## src/debug_unit_defs.svh

```systemverilog
`ifndef DEBUG_UNIT_DEFS_SVH
`define DEBUG_UNIT_DEFS_SVH

// Datapath widths
`define DU_WORD_BITS      32
`define DU_BYTE_BITS      8
`define DU_REG_ADDR_BITS  5
`define DU_MEM_ADDR_BITS  7
`define DU_N_STAGES       5   // Stage latch enables

// Dump ranges
`define DU_REG_LAST       31
`define DU_MEM_STEP       4   // Bytes per memory word
`define DU_MEM_LAST       124

// Serial commands
`define DU_CMD_RUN        "E"
`define DU_CMD_STEP       "N"
`define DU_CMD_READ_REG   "R"
`define DU_CMD_READ_MEM   "M"
`define DU_CMD_READ_PC    "P"
`define DU_CMD_RESET_PC   "C"
`define DU_CMD_FLUSH      "D"
`define DU_CMD_LOAD       "L"

`define DU_END_MARK_BIT   6   // In first byte of an instruction

`endif

```

## src/debug_unit_pkg.sv

```systemverilog
`default_nettype none

`include "debug_unit_defs.svh"

package debug_unit_pkg;

    typedef logic [`DU_WORD_BITS-1:0] word_t;
    typedef logic [`DU_BYTE_BITS-1:0] byte_t;

    typedef enum logic [3:0] {
        st_idle,
        st_run,
        st_step,
        st_reg_dump,
        st_mem_dump,
        st_read_pc,
        st_reset_pc,
        st_flush,
        st_load
    } du_state_t;

    // Word picked by the transmit register
    typedef enum logic [1:0] {tx_src_reg, tx_src_mem, tx_src_pc} tx_source_t;

endpackage

`default_nettype wire

```

## src/debug_command_fsm.sv

```systemverilog
`timescale 1ns/1ns
`default_nettype none

`include "debug_unit_defs.svh"

module debug_command_fsm (
    input  logic                        i_clock,
    input  logic                        i_reset,
    input  logic                        i_fifo_empty,
    input  debug_unit_pkg::byte_t       i_command,
    input  logic                        i_is_end,
    input  logic                        i_tx_done,
    input  logic                        i_reg_last,
    input  logic                        i_mem_last,
    input  logic                        i_program_loaded,
    output logic [`DU_N_STAGES-1:0]     o_stage_enable,
    output logic                        o_pc_reset,
    output logic                        o_delete_program,
    output logic                        o_reg_clear,
    output logic                        o_reg_advance,
    output logic                        o_mem_clear,
    output logic                        o_mem_advance,
    output logic                        o_tx_load,
    output debug_unit_pkg::tx_source_t  o_tx_source,
    output logic                        o_load_active,
    output logic                        o_flush
);

    typedef enum logic [1:0] {sub_setup, sub_send, sub_wait, sub_advance} dump_sub_t;

    debug_unit_pkg::du_state_t  state;
    debug_unit_pkg::du_state_t  state_next;
    dump_sub_t                  substate;
    dump_sub_t                  substate_next;

    logic [`DU_N_STAGES-1:0]    stage_enable_next;
    logic                       pc_reset_next;
    logic                       delete_program_next;
    logic                       is_reg_dump;
    logic                       dump_last;  // Word at last address of active dump

    assign is_reg_dump = (state == debug_unit_pkg::st_reg_dump);
    assign dump_last   = is_reg_dump ? i_reg_last : i_mem_last;

    // ------------------------------------------------------------
    // State and registered outputs
    // ------------------------------------------------------------
    always_ff @(posedge i_clock) begin
        if (i_reset) begin
            state            <= debug_unit_pkg::st_idle;
            substate         <= sub_setup;
            o_stage_enable   <= '0;
            o_pc_reset       <= 1'b0;
            o_delete_program <= 1'b0;
        end else begin
            state            <= state_next;
            substate         <= substate_next;
            o_stage_enable   <= stage_enable_next;
            o_pc_reset       <= pc_reset_next;
            o_delete_program <= delete_program_next;
        end
    end

    // ------------------------------------------------------------
    // Command decoding and sequencing
    // ------------------------------------------------------------
    always_comb begin
        state_next          = state;
        substate_next       = substate;
        stage_enable_next   = '0;
        pc_reset_next       = 1'b0;
        delete_program_next = 1'b0;
        o_reg_clear         = 1'b0;
        o_reg_advance       = 1'b0;
        o_mem_clear         = 1'b0;
        o_mem_advance       = 1'b0;
        o_tx_load           = 1'b0;
        o_tx_source         = debug_unit_pkg::tx_src_reg;
        o_load_active       = 1'b0;
        o_flush             = 1'b0;

        case (state)
            debug_unit_pkg::st_idle: begin
                substate_next = sub_setup;
                if (!i_fifo_empty) begin
                    case (i_command)
                        `DU_CMD_RUN:      state_next = debug_unit_pkg::st_run;
                        `DU_CMD_STEP:     state_next = debug_unit_pkg::st_step;
                        `DU_CMD_READ_REG: state_next = debug_unit_pkg::st_reg_dump;
                        `DU_CMD_READ_MEM: state_next = debug_unit_pkg::st_mem_dump;
                        `DU_CMD_READ_PC:  state_next = debug_unit_pkg::st_read_pc;
                        `DU_CMD_RESET_PC: state_next = debug_unit_pkg::st_reset_pc;
                        `DU_CMD_FLUSH:    state_next = debug_unit_pkg::st_flush;
                        `DU_CMD_LOAD:     state_next = debug_unit_pkg::st_load;
                        default:          state_next = debug_unit_pkg::st_idle;
                    endcase
                end
            end

            debug_unit_pkg::st_run: begin
                if (!i_is_end) begin
                    stage_enable_next = '1;
                end else begin
                    state_next = debug_unit_pkg::st_idle;
                end
            end

            debug_unit_pkg::st_step: begin
                if (!i_is_end) begin
                    stage_enable_next = '1;  // Single clock of the pipeline
                end
                state_next = debug_unit_pkg::st_idle;
            end

            debug_unit_pkg::st_reg_dump, debug_unit_pkg::st_mem_dump: begin
                case (substate)
                    sub_setup: begin
                        o_reg_clear   = is_reg_dump;
                        o_mem_clear   = !is_reg_dump;
                        substate_next = sub_send;
                    end
                    sub_send: begin
                        o_tx_load     = 1'b1;
                        o_tx_source   = is_reg_dump ? debug_unit_pkg::tx_src_reg
                                                    : debug_unit_pkg::tx_src_mem;
                        substate_next = sub_wait;
                    end
                    sub_wait: begin
                        if (i_tx_done) begin
                            substate_next = sub_advance;
                        end
                    end
                    sub_advance: begin
                        // Counter wraps to 0 after the last address
                        o_reg_advance = is_reg_dump;
                        o_mem_advance = !is_reg_dump;
                        if (dump_last) begin
                            state_next    = debug_unit_pkg::st_idle;
                            substate_next = sub_setup;
                        end else begin
                            substate_next = sub_send;
                        end
                    end
                    default: substate_next = sub_setup;
                endcase
            end

            debug_unit_pkg::st_read_pc: begin
                o_tx_load   = 1'b1;
                o_tx_source = debug_unit_pkg::tx_src_pc;
                state_next  = debug_unit_pkg::st_idle;
            end

            debug_unit_pkg::st_reset_pc: begin
                pc_reset_next = 1'b1;
                state_next    = debug_unit_pkg::st_idle;
            end

            debug_unit_pkg::st_flush: begin
                pc_reset_next       = 1'b1;
                delete_program_next = 1'b1;
                o_flush             = 1'b1;
                state_next          = debug_unit_pkg::st_idle;
            end

            debug_unit_pkg::st_load: begin
                if (i_program_loaded) begin
                    state_next = debug_unit_pkg::st_idle;  // Marker seen or already loaded
                end else begin
                    o_load_active = 1'b1;
                end
            end

            default: state_next = debug_unit_pkg::st_idle;
        endcase
    end

    // Next dump word only once the previous one went out
    a_advance_after_done: assert property (@(posedge i_clock) disable iff (i_reset)
        (o_reg_advance || o_mem_advance) |-> $past(i_tx_done));

endmodule

`default_nettype wire

```

## src/debug_tx_register.sv

```systemverilog
`timescale 1ns/1ns
`default_nettype none

module debug_tx_register (
    input  logic                        i_clock,
    input  logic                        i_reset,
    input  logic                        i_load,
    input  debug_unit_pkg::tx_source_t  i_source,
    input  debug_unit_pkg::word_t       i_reg_data,
    input  debug_unit_pkg::word_t       i_mem_data,
    input  debug_unit_pkg::word_t       i_pc,
    output logic                        o_send,
    output debug_unit_pkg::word_t       o_send_word
);

    debug_unit_pkg::word_t selected_word;

    always_comb begin
        case (i_source)
            debug_unit_pkg::tx_src_reg: selected_word = i_reg_data;
            debug_unit_pkg::tx_src_mem: selected_word = i_mem_data;
            default:                    selected_word = i_pc;
        endcase
    end

    // One-cycle send strobe
    always_ff @(posedge i_clock) begin
        if (i_reset) begin
            o_send <= 1'b0;
        end else begin
            o_send <= i_load;
        end
    end

    always_ff @(posedge i_clock) begin
        if (i_load) begin
            o_send_word <= selected_word;  // Held until next load
        end
    end

endmodule

`default_nettype wire

```

## src/debug_unit_top.sv

```systemverilog
`timescale 1ns/1ns
`default_nettype none

`include "debug_unit_defs.svh"

module debug_unit_top (
    input  logic                          i_clock,
    input  logic                          i_reset,
    input  logic                          i_fifo_empty,
    input  debug_unit_pkg::byte_t         i_command,
    input  logic                          i_is_end,
    input  logic                          i_tx_done,
    input  debug_unit_pkg::word_t         i_reg_data,
    input  debug_unit_pkg::word_t         i_mem_data,
    input  debug_unit_pkg::word_t         i_pc,
    output logic [`DU_N_STAGES-1:0]       o_stage_enable,
    output logic                          o_send,
    output debug_unit_pkg::word_t         o_send_word,
    output logic [`DU_REG_ADDR_BITS-1:0]  o_reg_address,
    output logic [`DU_MEM_ADDR_BITS-1:0]  o_mem_address,
    output logic                          o_pc_reset,
    output logic                          o_delete_program,
    output logic                          o_load_write,
    output debug_unit_pkg::byte_t         o_load_byte,
    output logic                          o_program_loaded
);

    logic                        reg_clear;
    logic                        reg_advance;
    logic                        reg_last;
    logic                        mem_clear;
    logic                        mem_advance;
    logic                        mem_last;
    logic                        tx_load;
    debug_unit_pkg::tx_source_t  tx_source;
    logic                        load_active;
    logic                        flush;

    debug_command_fsm command_fsm_i (
        .i_clock          (i_clock),
        .i_reset          (i_reset),
        .i_fifo_empty     (i_fifo_empty),
        .i_command        (i_command),
        .i_is_end         (i_is_end),
        .i_tx_done        (i_tx_done),
        .i_reg_last       (reg_last),
        .i_mem_last       (mem_last),
        .i_program_loaded (o_program_loaded),
        .o_stage_enable   (o_stage_enable),
        .o_pc_reset       (o_pc_reset),
        .o_delete_program (o_delete_program),
        .o_reg_clear      (reg_clear),
        .o_reg_advance    (reg_advance),
        .o_mem_clear      (mem_clear),
        .o_mem_advance    (mem_advance),
        .o_tx_load        (tx_load),
        .o_tx_source      (tx_source),
        .o_load_active    (load_active),
        .o_flush          (flush)
    );

    // Register dump walks every register
    dump_address_counter #(
        .WIDTH (`DU_REG_ADDR_BITS),
        .STEP  (1),
        .LAST  (`DU_REG_LAST)
    ) reg_counter (
        .i_clock   (i_clock),
        .i_reset   (i_reset),
        .i_clear   (reg_clear),
        .i_advance (reg_advance),
        .o_address (o_reg_address),
        .o_last    (reg_last)
    );

    // Memory dump walks byte addresses one word apart
    dump_address_counter #(
        .WIDTH (`DU_MEM_ADDR_BITS),
        .STEP  (`DU_MEM_STEP),
        .LAST  (`DU_MEM_LAST)
    ) mem_counter (
        .i_clock   (i_clock),
        .i_reset   (i_reset),
        .i_clear   (mem_clear),
        .i_advance (mem_advance),
        .o_address (o_mem_address),
        .o_last    (mem_last)
    );

    debug_tx_register tx_register_i (
        .i_clock     (i_clock),
        .i_reset     (i_reset),
        .i_load      (tx_load),
        .i_source    (tx_source),
        .i_reg_data  (i_reg_data),
        .i_mem_data  (i_mem_data),
        .i_pc        (i_pc),
        .o_send      (o_send),
        .o_send_word (o_send_word)
    );

    program_loader program_loader_i (
        .i_clock          (i_clock),
        .i_reset          (i_reset),
        .i_active         (load_active),
        .i_flush          (flush),
        .i_fifo_empty     (i_fifo_empty),
        .i_byte           (i_command),
        .o_load_write     (o_load_write),
        .o_load_byte      (o_load_byte),
        .o_program_loaded (o_program_loaded)
    );

endmodule

`default_nettype wire

```

## src/dump_address_counter.sv

```systemverilog
`timescale 1ns/1ns
`default_nettype none

module dump_address_counter #(
    parameter int WIDTH = 5,
    parameter int STEP  = 1,
    parameter int LAST  = 31
) (
    input  logic             i_clock,
    input  logic             i_reset,
    input  logic             i_clear,
    input  logic             i_advance,
    output logic [WIDTH-1:0] o_address,
    output logic             o_last
);

    localparam logic [WIDTH-1:0] STEP_W = WIDTH'(STEP);
    localparam logic [WIDTH-1:0] LAST_W = WIDTH'(LAST);

    // ------------------------------------------------------------
    // Address register
    // ------------------------------------------------------------
    always_ff @(posedge i_clock) begin
        if (i_reset || i_clear) begin
            o_address <= '0;
        end else if (i_advance) begin
            if (o_last) begin
                o_address <= '0;  // Dump complete
            end else begin
                o_address <= o_address + STEP_W;
            end
        end
    end

    assign o_last = (o_address == LAST_W);

    // Clear and advance come from different dump substates
    a_clear_advance_excl: assert property (@(posedge i_clock) disable iff (i_reset)
        !(i_clear && i_advance));

endmodule

`default_nettype wire

```

## src/program_loader.sv

```systemverilog
`timescale 1ns/1ns
`default_nettype none

`include "debug_unit_defs.svh"

module program_loader (
    input  logic                   i_clock,
    input  logic                   i_reset,
    input  logic                   i_active,
    input  logic                   i_flush,
    input  logic                   i_fifo_empty,
    input  debug_unit_pkg::byte_t  i_byte,
    output logic                   o_load_write,
    output debug_unit_pkg::byte_t  o_load_byte,
    output logic                   o_program_loaded
);

    logic [1:0] byte_count;  // Byte position inside the instruction
    logic       take_byte;
    logic       end_mark;

    assign take_byte = i_active && !i_fifo_empty && !o_program_loaded;
    assign end_mark  = take_byte && (byte_count == 2'd0) && i_byte[`DU_END_MARK_BIT];

    // ------------------------------------------------------------
    // Byte counter, write strobe and loaded flag
    // ------------------------------------------------------------
    always_ff @(posedge i_clock) begin
        if (i_reset) begin
            byte_count       <= 2'd0;
            o_load_write     <= 1'b0;
            o_program_loaded <= 1'b0;
        end else begin
            o_load_write <= take_byte && !end_mark;  // Marker itself is not stored

            if (!i_active || i_flush) begin
                byte_count <= 2'd0;
            end else if (take_byte) begin
                byte_count <= byte_count + 2'd1;
            end

            if (i_flush) begin
                o_program_loaded <= 1'b0;
            end else if (end_mark) begin
                o_program_loaded <= 1'b1;
            end
        end
    end

    always_ff @(posedge i_clock) begin
        if (take_byte) begin
            o_load_byte <= i_byte;
        end
    end

    // Flush and loading come from different commands
    a_no_flush_while_active: assert property (@(posedge i_clock) disable iff (i_reset)
        i_flush |-> !i_active);

endmodule

`default_nettype wire

```

## config.mk

```make
export PLATFORM = sky130hd
export DESIGN_NAME = debug_unit_top
export DESIGN_NICKNAME = d
export VERILOG_FILES = /design/src/debug_unit_pkg.sv /design/src/debug_command_fsm.sv /design/src/debug_tx_register.sv /design/src/debug_unit_top.sv /design/src/dump_address_counter.sv /design/src/program_loader.sv
export VERILOG_INCLUDE_DIRS = /design/src /design/src/src
export SDC_FILE = /design/constraint.sdc
export NUM_CORES = 1
export LEC_CHECK = 0
export ABC_AREA = 0
export BUFFER_PORTS_ARGS = -buffer_cell sky130_fd_sc_hd__buf_2
export CAP_MARGIN = 20
export CORE_MARGIN = 2
export CORE_UTILIZATION = 45
export DETAILED_ROUTE_END_ITERATION = 12
export PLACE_DENSITY = 0.79
export SYNTH_ARGS = -nofsm -noshare
export SYNTH_HDL_FRONTEND = slang
export SYNTH_SLANG_ARGS = --single-unit
```

## constraint.sdc

```tcl
create_clock -name i_clock -period 4.8 [get_ports i_clock]
set_clock_uncertainty 0.15 [all_clocks]
set_input_delay 0.48 -clock i_clock [delete_from_list [all_inputs] [get_ports i_clock]]
set_output_delay 0.48 -clock i_clock [all_outputs]
set_load 0.005 [all_outputs]
```

Word level (Yosys, flattened, before mapping). Index checks and enable logic that the tools add are counted.

Register bits after elaboration: 70. Word-level logic and storage cells: 104. Input port bits: 109.

Add/sub/neg operators: 3. Muxes and demuxes: 33. Bitwise gates (word level): 1. Equality and inequality tests: 28. Reduce and logical (&&, ||, !) cells: 26.

Operators with widths (number): == test 8 x 7 -> 1 bit (second input constant) (8); one-hot mux 32 bit (2 select lines) (1); one-hot mux 4 bit (8 select lines) (1); 2-to-1 mux 4 bit (5); == test 4 x 3 -> 1 bit (second input constant) (4); 2-to-1 mux 1 bit (16); one-hot mux 4 bit (4 select lines) (1); OR reduction 2 bit (6); 2-to-1 mux 5 bit (2); == test 4 x 2 -> 1 bit (second input constant) (2); one-hot mux 2 bit (2 select lines) (2); one-hot mux 2 bit (4 select lines) (1); adder 7 x 3 -> 7 bit (second input constant) (1); == test 7 bit (second input constant) (1); 2-to-1 mux 7 bit (1); zero test 2 bit (3); != test 2 x 1 -> 1 bit (second input constant) (3); adder 5 x 1 -> 5 bit (second input constant) (1); == test 5 bit (second input constant) (1); logical AND 1 bit (5); zero test 1 bit (5); AND reduction 5 bit (1); == test 2 x 1 -> 1 bit (second input constant) (2); == test 2 bit (second input constant) (2); other kinds (12) (16).

Longest topological paths before layout. Gate-level depths: netlist of run 1.

Word-level depth: 8. Mapped depth: 7. Depth with buffers taken out: 7.

Modules after synthesis. From an unflattened synthesis of run 1, not the netlist that was laid out.

Cells, all modules: 308. Area, all modules: 3382.0 µm².

Modules (own cells, without submodules): debug_tx_register (seq. area each 980.9 µm², instances 1, area each 1701.6 µm², cells each 141); debug_command_fsm (seq. area each 180.2 µm², instances 1, area each 754.5 µm², cells each 88); program_loader (seq. area each 320.3 µm², instances 1, area each 446.7 µm², cells each 28); dump_address_counter at mem_counter (seq. area each 100.1 µm², instances 1, area each 250.2 µm², cells each 29); dump_address_counter at reg_counter (seq. area each 100.1 µm², instances 1, area each 229.0 µm², cells each 22).

Worst setup path before layout of run 1. OpenSTA, ideal clock, no wires.

Kind: register to register. Start point: register command_fsm_i.state[1]. End point: register tx_register_i.o_send_word[0] (enable). Path slack: 1670 ps. Data arrival time: 2547 ps. Setup time: 433 ps. Stages on the path, launching flop included: 5. Required time: 4217 ps. Cell sequence: dfxtp_1 clkbuf_1 and3b_1 o21ai_0 a21oi_1.

Word-level cells in the longest chain between the ends: 3. Elaborated cells between the ends (all ways): 5. Classes of those cells: eq/ne: 3; mux: 1; reduce/logical: 1.

RTL lines: start, declared (line debug_command_fsm.sv:31) `debug_unit_pkg::du_state_t state;`; start signal, assigned (line debug_command_fsm.sv:50) `state <= debug_unit_pkg::st_idle;`; start signal, assigned (line debug_command_fsm.sv:56) `state <= state_next;`; == test 4 x 3 -> 1 bit or == test 4 x 2 -> 1 bit (tied branches) (line debug_command_fsm.sv:82) `case (state)`; OR reduction 2 bit (line debug_command_fsm.sv:82); one-hot mux 1 bit (2 select lines) * (line debug_command_fsm.sv:82); via command_fsm_i.o_tx_load (line debug_command_fsm.sv:23) `output logic o_tx_load,`; end signal, assigned (line debug_tx_register.sv:37) `o_send_word <= selected_word;`; end, declared (line debug_tx_register.sv:13) `output debug_unit_pkg::word_t o_send_word`.

The timed path passes the listed nets; every way through them passes the cells marked *. A chain may end at the register's enable or synchronous reset.

Worst setup path after layout of run 1.
Start point: register command_fsm_i.state[2]. End point: register tx_register_i.o_send_word[24] (data pin).

Word-level cells in the longest chain between the ends: 6. Elaborated cells between the ends (all ways): 10. Classes of those cells: eq/ne: 4; mux: 4; reduce/logical: 2.

RTL lines: == test 4 x 2 -> 1 bit (line debug_command_fsm.sv:42, debug_command_fsm.sv:82); 2-to-1 mux 1 bit (line debug_command_fsm.sv:124) `o_tx_source = is_reg_dump ? debug_unit_pkg::tx_src_reg`; 2-to-1 mux 2 bit (line debug_command_fsm.sv:116) `case (substate)`; one-hot mux 2 bit (2 select lines) * (line debug_command_fsm.sv:82); == test 2 x 1 -> 1 bit or zero test 2 bit (tied branches) (line debug_tx_register.sv:19) `case (i_source)`; one-hot mux 32 bit (2 select lines) * (line debug_tx_register.sv:19); via tx_register_i.selected_word[24] (line debug_tx_register.sv:16) `debug_unit_pkg::word_t selected_word;`.

Marks and branches as above.

==> results of run 1 <==
## report_power, final
group / internal, mW / switching, mW / total (mW)
registers: 0.583 / 0.000661 / 0.584
logic: 0.0456 / 0.0312 / 0.0768
clock network: 0.304 / 0.194 / 0.499
## cell usage in the layout (no fill, tap or decap), types with 6 or more instances in the layout
cell,Yosys,routed
edfxtp_1,40,40
dfxtp_1,24,24
inv_1,9,9
buf_2,5,168
nand2_1,15,15
a21o_1,33,33
clkbuf_8,0,10
o21ai_0,6,6
nand4_1,6,6
ha_1,9,9
nor2_1,17,15
a21oi_1,12,11
a22o_1,32,32
## area by class of cell
class | count | area share (%)
flip-flops and latches | 64 | 38.78
multi-input cells | 196 | 32.66
repair buffers | 171 | 20.08
clock buffers | 12 | 3.347
well taps | 96 | 2.770
clock inverters | 4 | 1.587
inverters | 9 | 0.7790
## critical path: stages, from the launching register on
cell     delay (ns)
dfxtp_1        0.53
nor4b_4        0.51
and2_1         0.20
buf_4          0.32
nor2_2         0.17
buf_8          0.20
a21o_1         0.19
## registers in the layout, indices dropped and copies added, names as in the netlist
| register | flops |
|---|---|
| command_fsm_i.o_pc_reset | 1 |
| command_fsm_i.state | 4 |
| tx_register_i.o_send_word | 32 |
| program_loader_i.o_program_loaded | 1 |
| command_fsm_i.o_delete_program | 1 |
| program_loader_i.o_load_write | 1 |
| program_loader_i.byte_count | 2 |
| command_fsm_i.o_stage_enable | 1 |
| program_loader_i.o_load_byte | 8 |
| tx_register_i.o_send | 1 |
| reg_counter.o_address | 5 |
| mem_counter.o_address | 5 |
| command_fsm_i.substate | 2 |
## worst max path at each step
stage	start	slack (ns)	cells past startpoint	endpoint
after global routing	command_fsm_i.state[2]	2.10	6	tx_register_i.o_send_word[24]
final	command_fsm_i.state[2]	2.27	6	tx_register_i.o_send_word[24]
after global placement	command_fsm_i.state[1]	2.13	5	tx_register_i.o_send_word[19]
after floorplan	command_fsm_i.state[1]	1.67	4	tx_register_i.o_send_word[0]
after detailed placement	command_fsm_i.state[2]	2.27	6	tx_register_i.o_send_word[24]
after CTS	command_fsm_i.state[2]	2.24	6	tx_register_i.o_send_word[24]
## cells by family (layout without fill, tap and decap cells)
logic type	Yosys count	count (layout)	share of synthesized area (%)
AOI/OAI and AO/OA	96	96	22.26
and+or+nand+nor	80	80	14.76
DFF	64	64	51.93
buffers and inverters	32	196	4.946
adders and majority gates	9	9	3.478
xor gates and xnor gates	7	7	1.893
muxes	2	2	0.6183
other	1	2	0.1158
## per-stage QoR
step / hold slack (ns) / utilization, % / cells / total power, mW
final: 0.1953 / 63.13 / 552 / 1.159
after floorplan: 0.3133 / - / 292 / 0.6208
after detailed placement: 0.3337 / 60.02 / 536 / 0.6712
after global routing: 0.1762 / 63.13 / 552 / 1.199
after CTS: 0.1741 / 63.13 / 552 / 1.170
after global placement: 0.3220 / 59.80 / 535 / 0.6684
## per-layer routing
metal	up-vias	global-route usage [%]
met1	1405	21.70
met5	-	0
li1	1415	-
met2	99	38.47
met3	13	4.944
met4	0	8.678
==> flow_metrics.env, run 1 <==
export IMPL_status="finished, final reports clean"
export IMPL_min_path_type="input port to register"
export IMPL_grt_pass1_wl_um=12180
export IMPL_max_freq_mhz=395.3
export IMPL_cts_root_buf="clkbuf_8"
export IMPL_synth_cell_types=51
export IMPL_hold_end="program_loader_i.o_load_byte[7]"
export IMPL_synthTopCellsByArea="edfxtp_1, dfxtp_1, a22o_1"
export IMPL_reg2reg_slack_ns=2.27
export IMPL_start_util_pct=47.14
export IMPL_drt_met1_wl_um=3359
export IMPL_grt_setup_unrepaired="no"
export IMPL_yosysWarningCount=0
export IMPL_dr_wl_met2_um=4764
export IMPL_min_from="i_command[7]"
export IMPL_area_growth_pct=33.93
export IMPL_n_antenna_cell=0
export IMPL_routed_wl_um=8861
export IMPL_drc=0
export IMPL_fillCellCount=561
export IMPL_drt_initial_drc_count=78
export IMPL_r2r_end="tx_register_i.o_send_word[24]"
export IMPL_drive_above_1_share_pct=41.67
export IMPL_synth_area_mm2=0.003238
export IMPL_vias=2932
export IMPL_post_route_period_util_pct=52.70
export IMPL_holdPathStages=1
export IMPL_fp_dieArea_mm2=0.007891
export IMPL_cap_violations=0
export IMPL_drt_pass1_iter_count=6
export IMPL_htreeDepth=3
export IMPL_setup_ws_ns=2.270
export IMPL_synth_async_sr_flop_share_pct=0
export IMPL_tritoncts="built"
export IMPL_cp_start_kind="register"
export IMPL_rows=30
export IMPL_viasPerCell=5.312
export IMPL_setup_tns_final_ns=0
export IMPL_place_ws_ns=2.274
export IMPL_numCtsBuffers=9
export IMPL_critPathCaptureType="register"
export IMPL_antenna_found_initial=0
export IMPL_critPathArrivalTime_ns=2.46
export IMPL_top_layer="met4"
export IMPL_detail_route_antenna_nets=0
export IMPL_synth_top_area_share_pct=37.09
export IMPL_multi_input_area_mm2=0.001416
export IMPL_postCtsSetupRepairBufs=0
export IMPL_synth_edff_count=40
export IMPL_cts_buffer_depth=2
export IMPL_numPortBuffers=168
export IMPL_ys_seq_elements=64
export IMPL_p_per_area_mw_per_mm2=267.3
export IMPL_postCtsResizedCells=0
export IMPL_postCtsHoldBufs=0
export IMPL_fp_coreArea_mm2=0.006869
export IMPL_clk_pin_slew_worst_paths_ns=0.07
export IMPL_synth_main_ff_cell="edfxtp_1"
export IMPL_synth_avg_cell_area_um2=11.13
export IMPL_clk_latency_ns=0.33
export IMPL_die_height_um=88.83
export IMPL_dr_wl_met3_um=615
export IMPL_cts_sinks=64
export IMPL_setup_viol=0
export IMPL_synthTopCellsByCount="edfxtp_1, a21o_1, a22o_1"
export IMPL_ys_seq_area_share_pct=51.93
export IMPL_worstMarginPinSlew_ns=1.069
export IMPL_crit_type="register to register"
export IMPL_grt_overflow=0
export IMPL_ios=171
export IMPL_worst_path_max_fanout=33
export IMPL_nets=569
export IMPL_grt_pass1_vias=2682
export IMPL_yosysMostFrequentCell="edfxtp_1"
export IMPL_vdd_drop_max_mv=0.1695
export IMPL_r2r_start="command_fsm_i.state[2]"
export IMPL_track_usage_pct=20.52
export IMPL_fin_area_mm2=0.004337
export IMPL_wl_per_cell_um=16.05
export IMPL_synthCells=291
export IMPL_gp_routability_congestion=0.8698
export IMPL_regArea_mm2=0.001682
export IMPL_hold_viol=0
export IMPL_critPathRequiredTime_ns=4.74
export IMPL_yosysTopAreaCell="edfxtp_1"
export IMPL_postPlaceCellArea_mm2=0.004123
export IMPL_worstRegToRegCells=6
export IMPL_grt_max_degree=34
export IMPL_die_w_um=88.83
export IMPL_min_period_ns=2.530
export IMPL_slew_violations=0
export IMPL_leakage_nw=2.060
export IMPL_dp_final_hpwl_um=6554
export IMPL_slew_headroom_pct=28.60
(Power assumes the default switching activity.)
==> run 2, diff against run 1 <==
- clock period: 4.8 -> 2.36 ns (I/O delays scaled with it)
==> flow_metrics.env, run 2 (synthesis results as in run 1) <==
export IMPL_status="finished, final reports clean"
export IMPL_tritoncts="built"
export IMPL_cap_violations=0
export IMPL_rows=30
export IMPL_track_usage_pct=21.56
export IMPL_wl_per_cell_um=16.12
export IMPL_worst_path_max_fanout=20
export IMPL_viasPerCell=5.280
export IMPL_fp_dieArea_mm2=0.007891
export IMPL_ios=171
export IMPL_largest_reg_flops=32
export IMPL_n_antenna_cell=0
export IMPL_htreeDepth=3
export IMPL_drive_above_1_share_pct=42.37
export IMPL_critPathCaptureType="register"
export IMPL_drt_pass1_iter_count=4
export IMPL_grt_setup_unrepaired="no"
export IMPL_postPlaceCellArea_mm2=0.004183
export IMPL_critPathArrivalTime_ns=2.20
export IMPL_vias=2999
export IMPL_numCtsBuffers=9
export IMPL_clk_pin_slew_worst_paths_ns=0.07
export IMPL_leakage_nw=2.124
export IMPL_critPathRequiredTime_ns=2.41
export IMPL_fin_area_mm2=0.004448
export IMPL_numPortBuffers=168
export IMPL_largestRegisters="tx_register_i.o_send_word (32), program_loader_i.o_load_byte (8)"
export IMPL_drt_initial_drc_count=70
export IMPL_area_growth_pct=37.36
export IMPL_grt_overflow=0
export IMPL_fp_coreArea_mm2=0.006869
export IMPL_crit_type="register to register"
export IMPL_hold_viol=0
export IMPL_p_sw_mw=0.4629
export IMPL_nets=585
export IMPL_clk_latency_ns=0.33
export IMPL_post_route_period_util_pct=91.15
export IMPL_grt_pass1_vias=2744
export IMPL_min_path_type="input port to register"
export IMPL_cts_sinks=64
export IMPL_min_period_ns=2.151
export IMPL_die_w_um=88.83
export IMPL_p_clk_share_pct=40.1
export IMPL_vdd_drop_max_mv=0.3456
export IMPL_p_per_area_mw_per_mm2=508.1
export IMPL_grt_pass1_wl_um=12880
export IMPL_cts_buffer_depth=2
export IMPL_drc=0
export IMPL_slew_violations=0
export IMPL_p_sw_share_pct=20.48
export IMPL_gp_routability_congestion=0.8330
export IMPL_intPower_mw=1.797
export IMPL_cts_root_buf="clkbuf_8"
export IMPL_start_util_pct=47.14
export IMPL_postCtsSetupRepairBufs=0
export IMPL_hold_ws_ns=0.01066
export IMPL_routed_wl_um=9158
export IMPL_cp_start_kind="register"
export IMPL_seq_power_share_pct=52.5
export IMPL_worstMarginPinSlew_ns=0.8035
export IMPL_setup_tns_final_ns=0
export IMPL_layout_commonest_cell="buf_2"
export IMPL_slew_headroom_pct=46.38
export IMPL_setup_viol=0
export IMPL_grt_max_degree=34
export IMPL_final_cell_mix="buf_2, edfxtp_1, a21o_1, a22o_1, dfxtp_1"
export IMPL_detail_route_antenna_nets=0
export IMPL_dp_final_hpwl_um=6676
export IMPL_top_register="tx_register_i.o_send_word"
export IMPL_combPwrFrac_pct=7.4
export IMPL_max_freq_mhz=464.9
export IMPL_antenna_found_initial=0
export IMPL_die_height_um=88.83
-- run 2: changes by cell type in the layout (fill, tap and decap cells not counted), sizes merged --
cell / change
clkinv: +1
bufinv: -1
a21oi: +1
buf: +9
dlygate4sd3: +6
-- run 2: path summary, 6_finish.rpt --
| path | startpoint | end | slack, ns | depth (start not counted) |
|---|---|---|---|---|
| setup / recovery | command_fsm_i.state[0] | tx_register_i.o_send_word[0] | 0.21 | 5 |
| hold / removal | i_is_end | command_fsm_i.o_stage_enable[3] | 0.01 | 3 |
| setup reg to reg | command_fsm_i.state[0] | tx_register_i.o_send_word[0] | 0.21 | 5 |
| hold reg to reg | mem_counter.o_address[3] | mem_counter.o_address[3] | 0.35 | 2 |
-- run 2: power groups by stage --
| stage | Clock, mW | Combinational, mW | Sequential, mW |
|---|---|---|---|
| after CTS | 0.927 | 0.164 | 1.19 |
| after global routing | 0.972 | 0.182 | 1.19 |
| after global placement | 0 | 0.150 | 1.21 |
| after detailed placement | 0 | 0.155 | 1.21 |
| after floorplan | 0 | 0.0512 | 1.21 |
| final | 0.906 | 0.167 | 1.19 |
-- run 2: metrics by stage --
| stage | total power [mW] | setup slack, ns | utilization (%) | instances |
|---|---|---|---|---|
| final | 2.260 | 0.2088 | 64.75 | 568 |
| after global routing | 2.340 | 0.05296 | 64.75 | 568 |
| after CTS | 2.278 | 0.07899 | 64.52 | 567 |
| after detailed placement | 1.367 | 0.1049 | 60.89 | 545 |
| after global placement | 1.362 | 0.1752 | 60.89 | 545 |
| after floorplan | 1.263 | 0.2113 | - | 292 |
-- run 2: what timing repair did --
| action | CTS | global route |
|---|---|---|
| gates resized for setup | 0 | 1 |
| endpoints found under the setup margin | 0 | 32 |
| endpoints found under the hold margin | 6 | 0 |
| hold buffers | 6 | 0 |
-- run 2: worst max-delay path: stages, from the launching register on --
cell     delay (ns)
dfxtp_1        0.49
nor4b_4        0.09
and2_1         0.18
nor2_2         0.63
buf_4          0.32
a21o_1         0.14
-- run 2: cell type report --
type,count,area (um^2)
inverter,9,33.78
fill,577,2421
clock buffer,12,145.1
timing repair buffer,186,991.0
multi-input combinational,197,1433
tap,96,120.1
sequential,64,1682
clock inverter,4,43.79
-- run 2: routing by layer --
layer | GRT usage [%] | up-vias | part of all wire [%]
met5 | 0 | - | 0
met4 | 5.372 | 0 | 0.91
met3 | 5.410 | 11 | 7.6
met2 | 40.37 | 117 | 52
met1 | 24.32 | 1418 | 40
li1 | - | 1453 | -
==> run 3, diff against run 2 <==
- CTS_CLUSTER_DIAMETER: default -> 120
- RECOVER_POWER: default -> 25
==> flow_metrics.env, run 3 (synthesis results as in run 1) <==
export IMPL_tritoncts="built"
export IMPL_antenna_found_initial=0
export IMPL_multi_input_area_mm2=0.001433
export IMPL_cts_root_buf="clkbuf_8"
export IMPL_grt_overflow=0
export IMPL_worstMarginPinSlew_ns=0.8022
export IMPL_top_register="tx_register_i.o_send_word"
export IMPL_setup_viol=0
export IMPL_drc=0
export IMPL_hold_viol=0
export IMPL_cp_start_kind="register"
export IMPL_start_util_pct=47.14
export IMPL_max_freq_mhz=463.9
export IMPL_slew_violations=0
export IMPL_viasPerCell=5.280
export IMPL_dr_wl_met2_um=4748
export IMPL_clk_latency_ns=0.33
export IMPL_post_route_period_util_pct=91.33
export IMPL_htreeDepth=3
export IMPL_cts_buffer_depth=2
export IMPL_fp_dieArea_mm2=0.007891
export IMPL_stdcell_count=568
export IMPL_fp_coreArea_mm2=0.006869
export IMPL_critPathCaptureType="register"
export IMPL_cap_violations=0
export IMPL_grt_pass1_wl_um=12880
export IMPL_wl_per_cell_um=16.19
export IMPL_grt_max_degree=34
export IMPL_numPortBuffers=168
export IMPL_worst_path_max_fanout=20
export IMPL_area_growth_pct=36.21
export IMPL_setup_tns_final_ns=0
export IMPL_dr_wl_met3_um=690
export IMPL_power_total_mw=2.257
export IMPL_largest_reg_flops=32
export IMPL_layout_commonest_cell="buf_2"
export IMPL_gp_routability_congestion=0.8330
export IMPL_clk_pin_slew_worst_paths_ns=0.07
export IMPL_drt_pass1_iter_count=4
export IMPL_n_antenna_cell=0
export IMPL_drt_met1_wl_um=3679
export IMPL_rows=30
export IMPL_fillCellCount=588
export IMPL_top_layer="met4"
export IMPL_critPathRequiredTime_ns=2.41
export IMPL_largestRegisters="tx_register_i.o_send_word (32), program_loader_i.o_load_byte (8)"
export IMPL_min_period_ns=2.156
export IMPL_die_height_um=88.83
export IMPL_routed_wl_um=9194
export IMPL_postPlaceCellArea_mm2=0.004183
export IMPL_slew_headroom_pct=46.47
export IMPL_fin_area_mm2=0.004410
export IMPL_placed_cells=545
export IMPL_vias=2999
export IMPL_crit_type="register to register"
export IMPL_die_w_um=88.83
export IMPL_dp_final_hpwl_um=6676
export IMPL_final_cell_mix="buf_2, edfxtp_1, a21o_1, a22o_1, clkbuf_1"
export IMPL_cts_sinks=64
export IMPL_critPathArrivalTime_ns=2.20
export IMPL_leakage_nw=2.037
export IMPL_drive_above_1_share_pct=36.44
export IMPL_ios=171
export IMPL_vdd_drop_max_mv=0.3464
export IMPL_grt_pass1_vias=2744
export IMPL_hold_ws_ns=0.01162
export IMPL_grt_setup_unrepaired="no"
export IMPL_p_per_area_mw_per_mm2=511.7
export IMPL_min_path_type="input port to register"
export IMPL_detail_route_antenna_nets=0
export IMPL_status="finished, final reports clean"
export IMPL_drt_initial_drc_count=100
export IMPL_track_usage_pct=21.56
export IMPL_regArea_mm2=0.001682
export IMPL_numCtsBuffers=9
export IMPL_nets=585
run 3: cell types whose count changed in the layout (fill, tap and decap cells not counted):
cell      delta
clkbuf_1    +28
buf_4        -1
buf_2       -27
run 3: critical path, stage by stage (launching register included):
cell,delay (ns)
dfxtp_1,0.49
nor4b_4,0.09
and2_1,0.19
nor2_2,0.63
buf_4,0.32
a21o_1,0.15
run 3: stage by stage:
stage          utilization (%)  worst slack (ns)
2_1_floorplan                -            0.2113
3_3_place_gp             60.89            0.1752
3_5_place_dp             60.89            0.1049
4_1_cts                  64.52           0.07899
5_1_grt                  64.21           0.04425
6_report                 64.21            0.2045
run 3: report_power, final:
part | internal [mW] | switching, mW
clock | 0.511 | 0.394
combinational | 0.0979 | 0.0671
sequential | 1.19 | 0.000692
run 3: cell type report:
class	count	share of cell area, %
sequential	64	38.13
clock inverter	4	0.9929
tap	96	2.723
timing repair buffer	186	21.62
clock buffer	12	3.291
inverter	9	0.7660
multi-input combinational	197	32.48
run 3: per-layer routing:
| layer | vias up | track usage [%] |
|---|---|---|
| met5 | - | 0 |
| met4 | 0 | 5.372 |
| met3 | 9 | 5.410 |
| met2 | 120 | 40.37 |
| met1 | 1416 | 24.32 |
| li1 | 1454 | - |
run 3: path summary, 6_finish.rpt:
kind | to | depth (start not counted) | start | slack [ns]
min | command_fsm_i.o_stage_enable[3] | 3 | i_is_end | 0.01
min reg2reg | mem_counter.o_address[3] | 2 | mem_counter.o_address[3] | 0.35
max | tx_register_i.o_send_word[13] | 5 | command_fsm_i.state[0] | 0.20
max reg2reg | tx_register_i.o_send_word[13] | 5 | command_fsm_i.state[0] | 0.20
run 3: what timing repair did:
action	4_1_cts	5_1_grt
buffers inserted	0	0
gates resized for setup	0	1
endpoints found under the hold margin	6	0
endpoints found under the setup margin	0	32
hold buffers	6	0
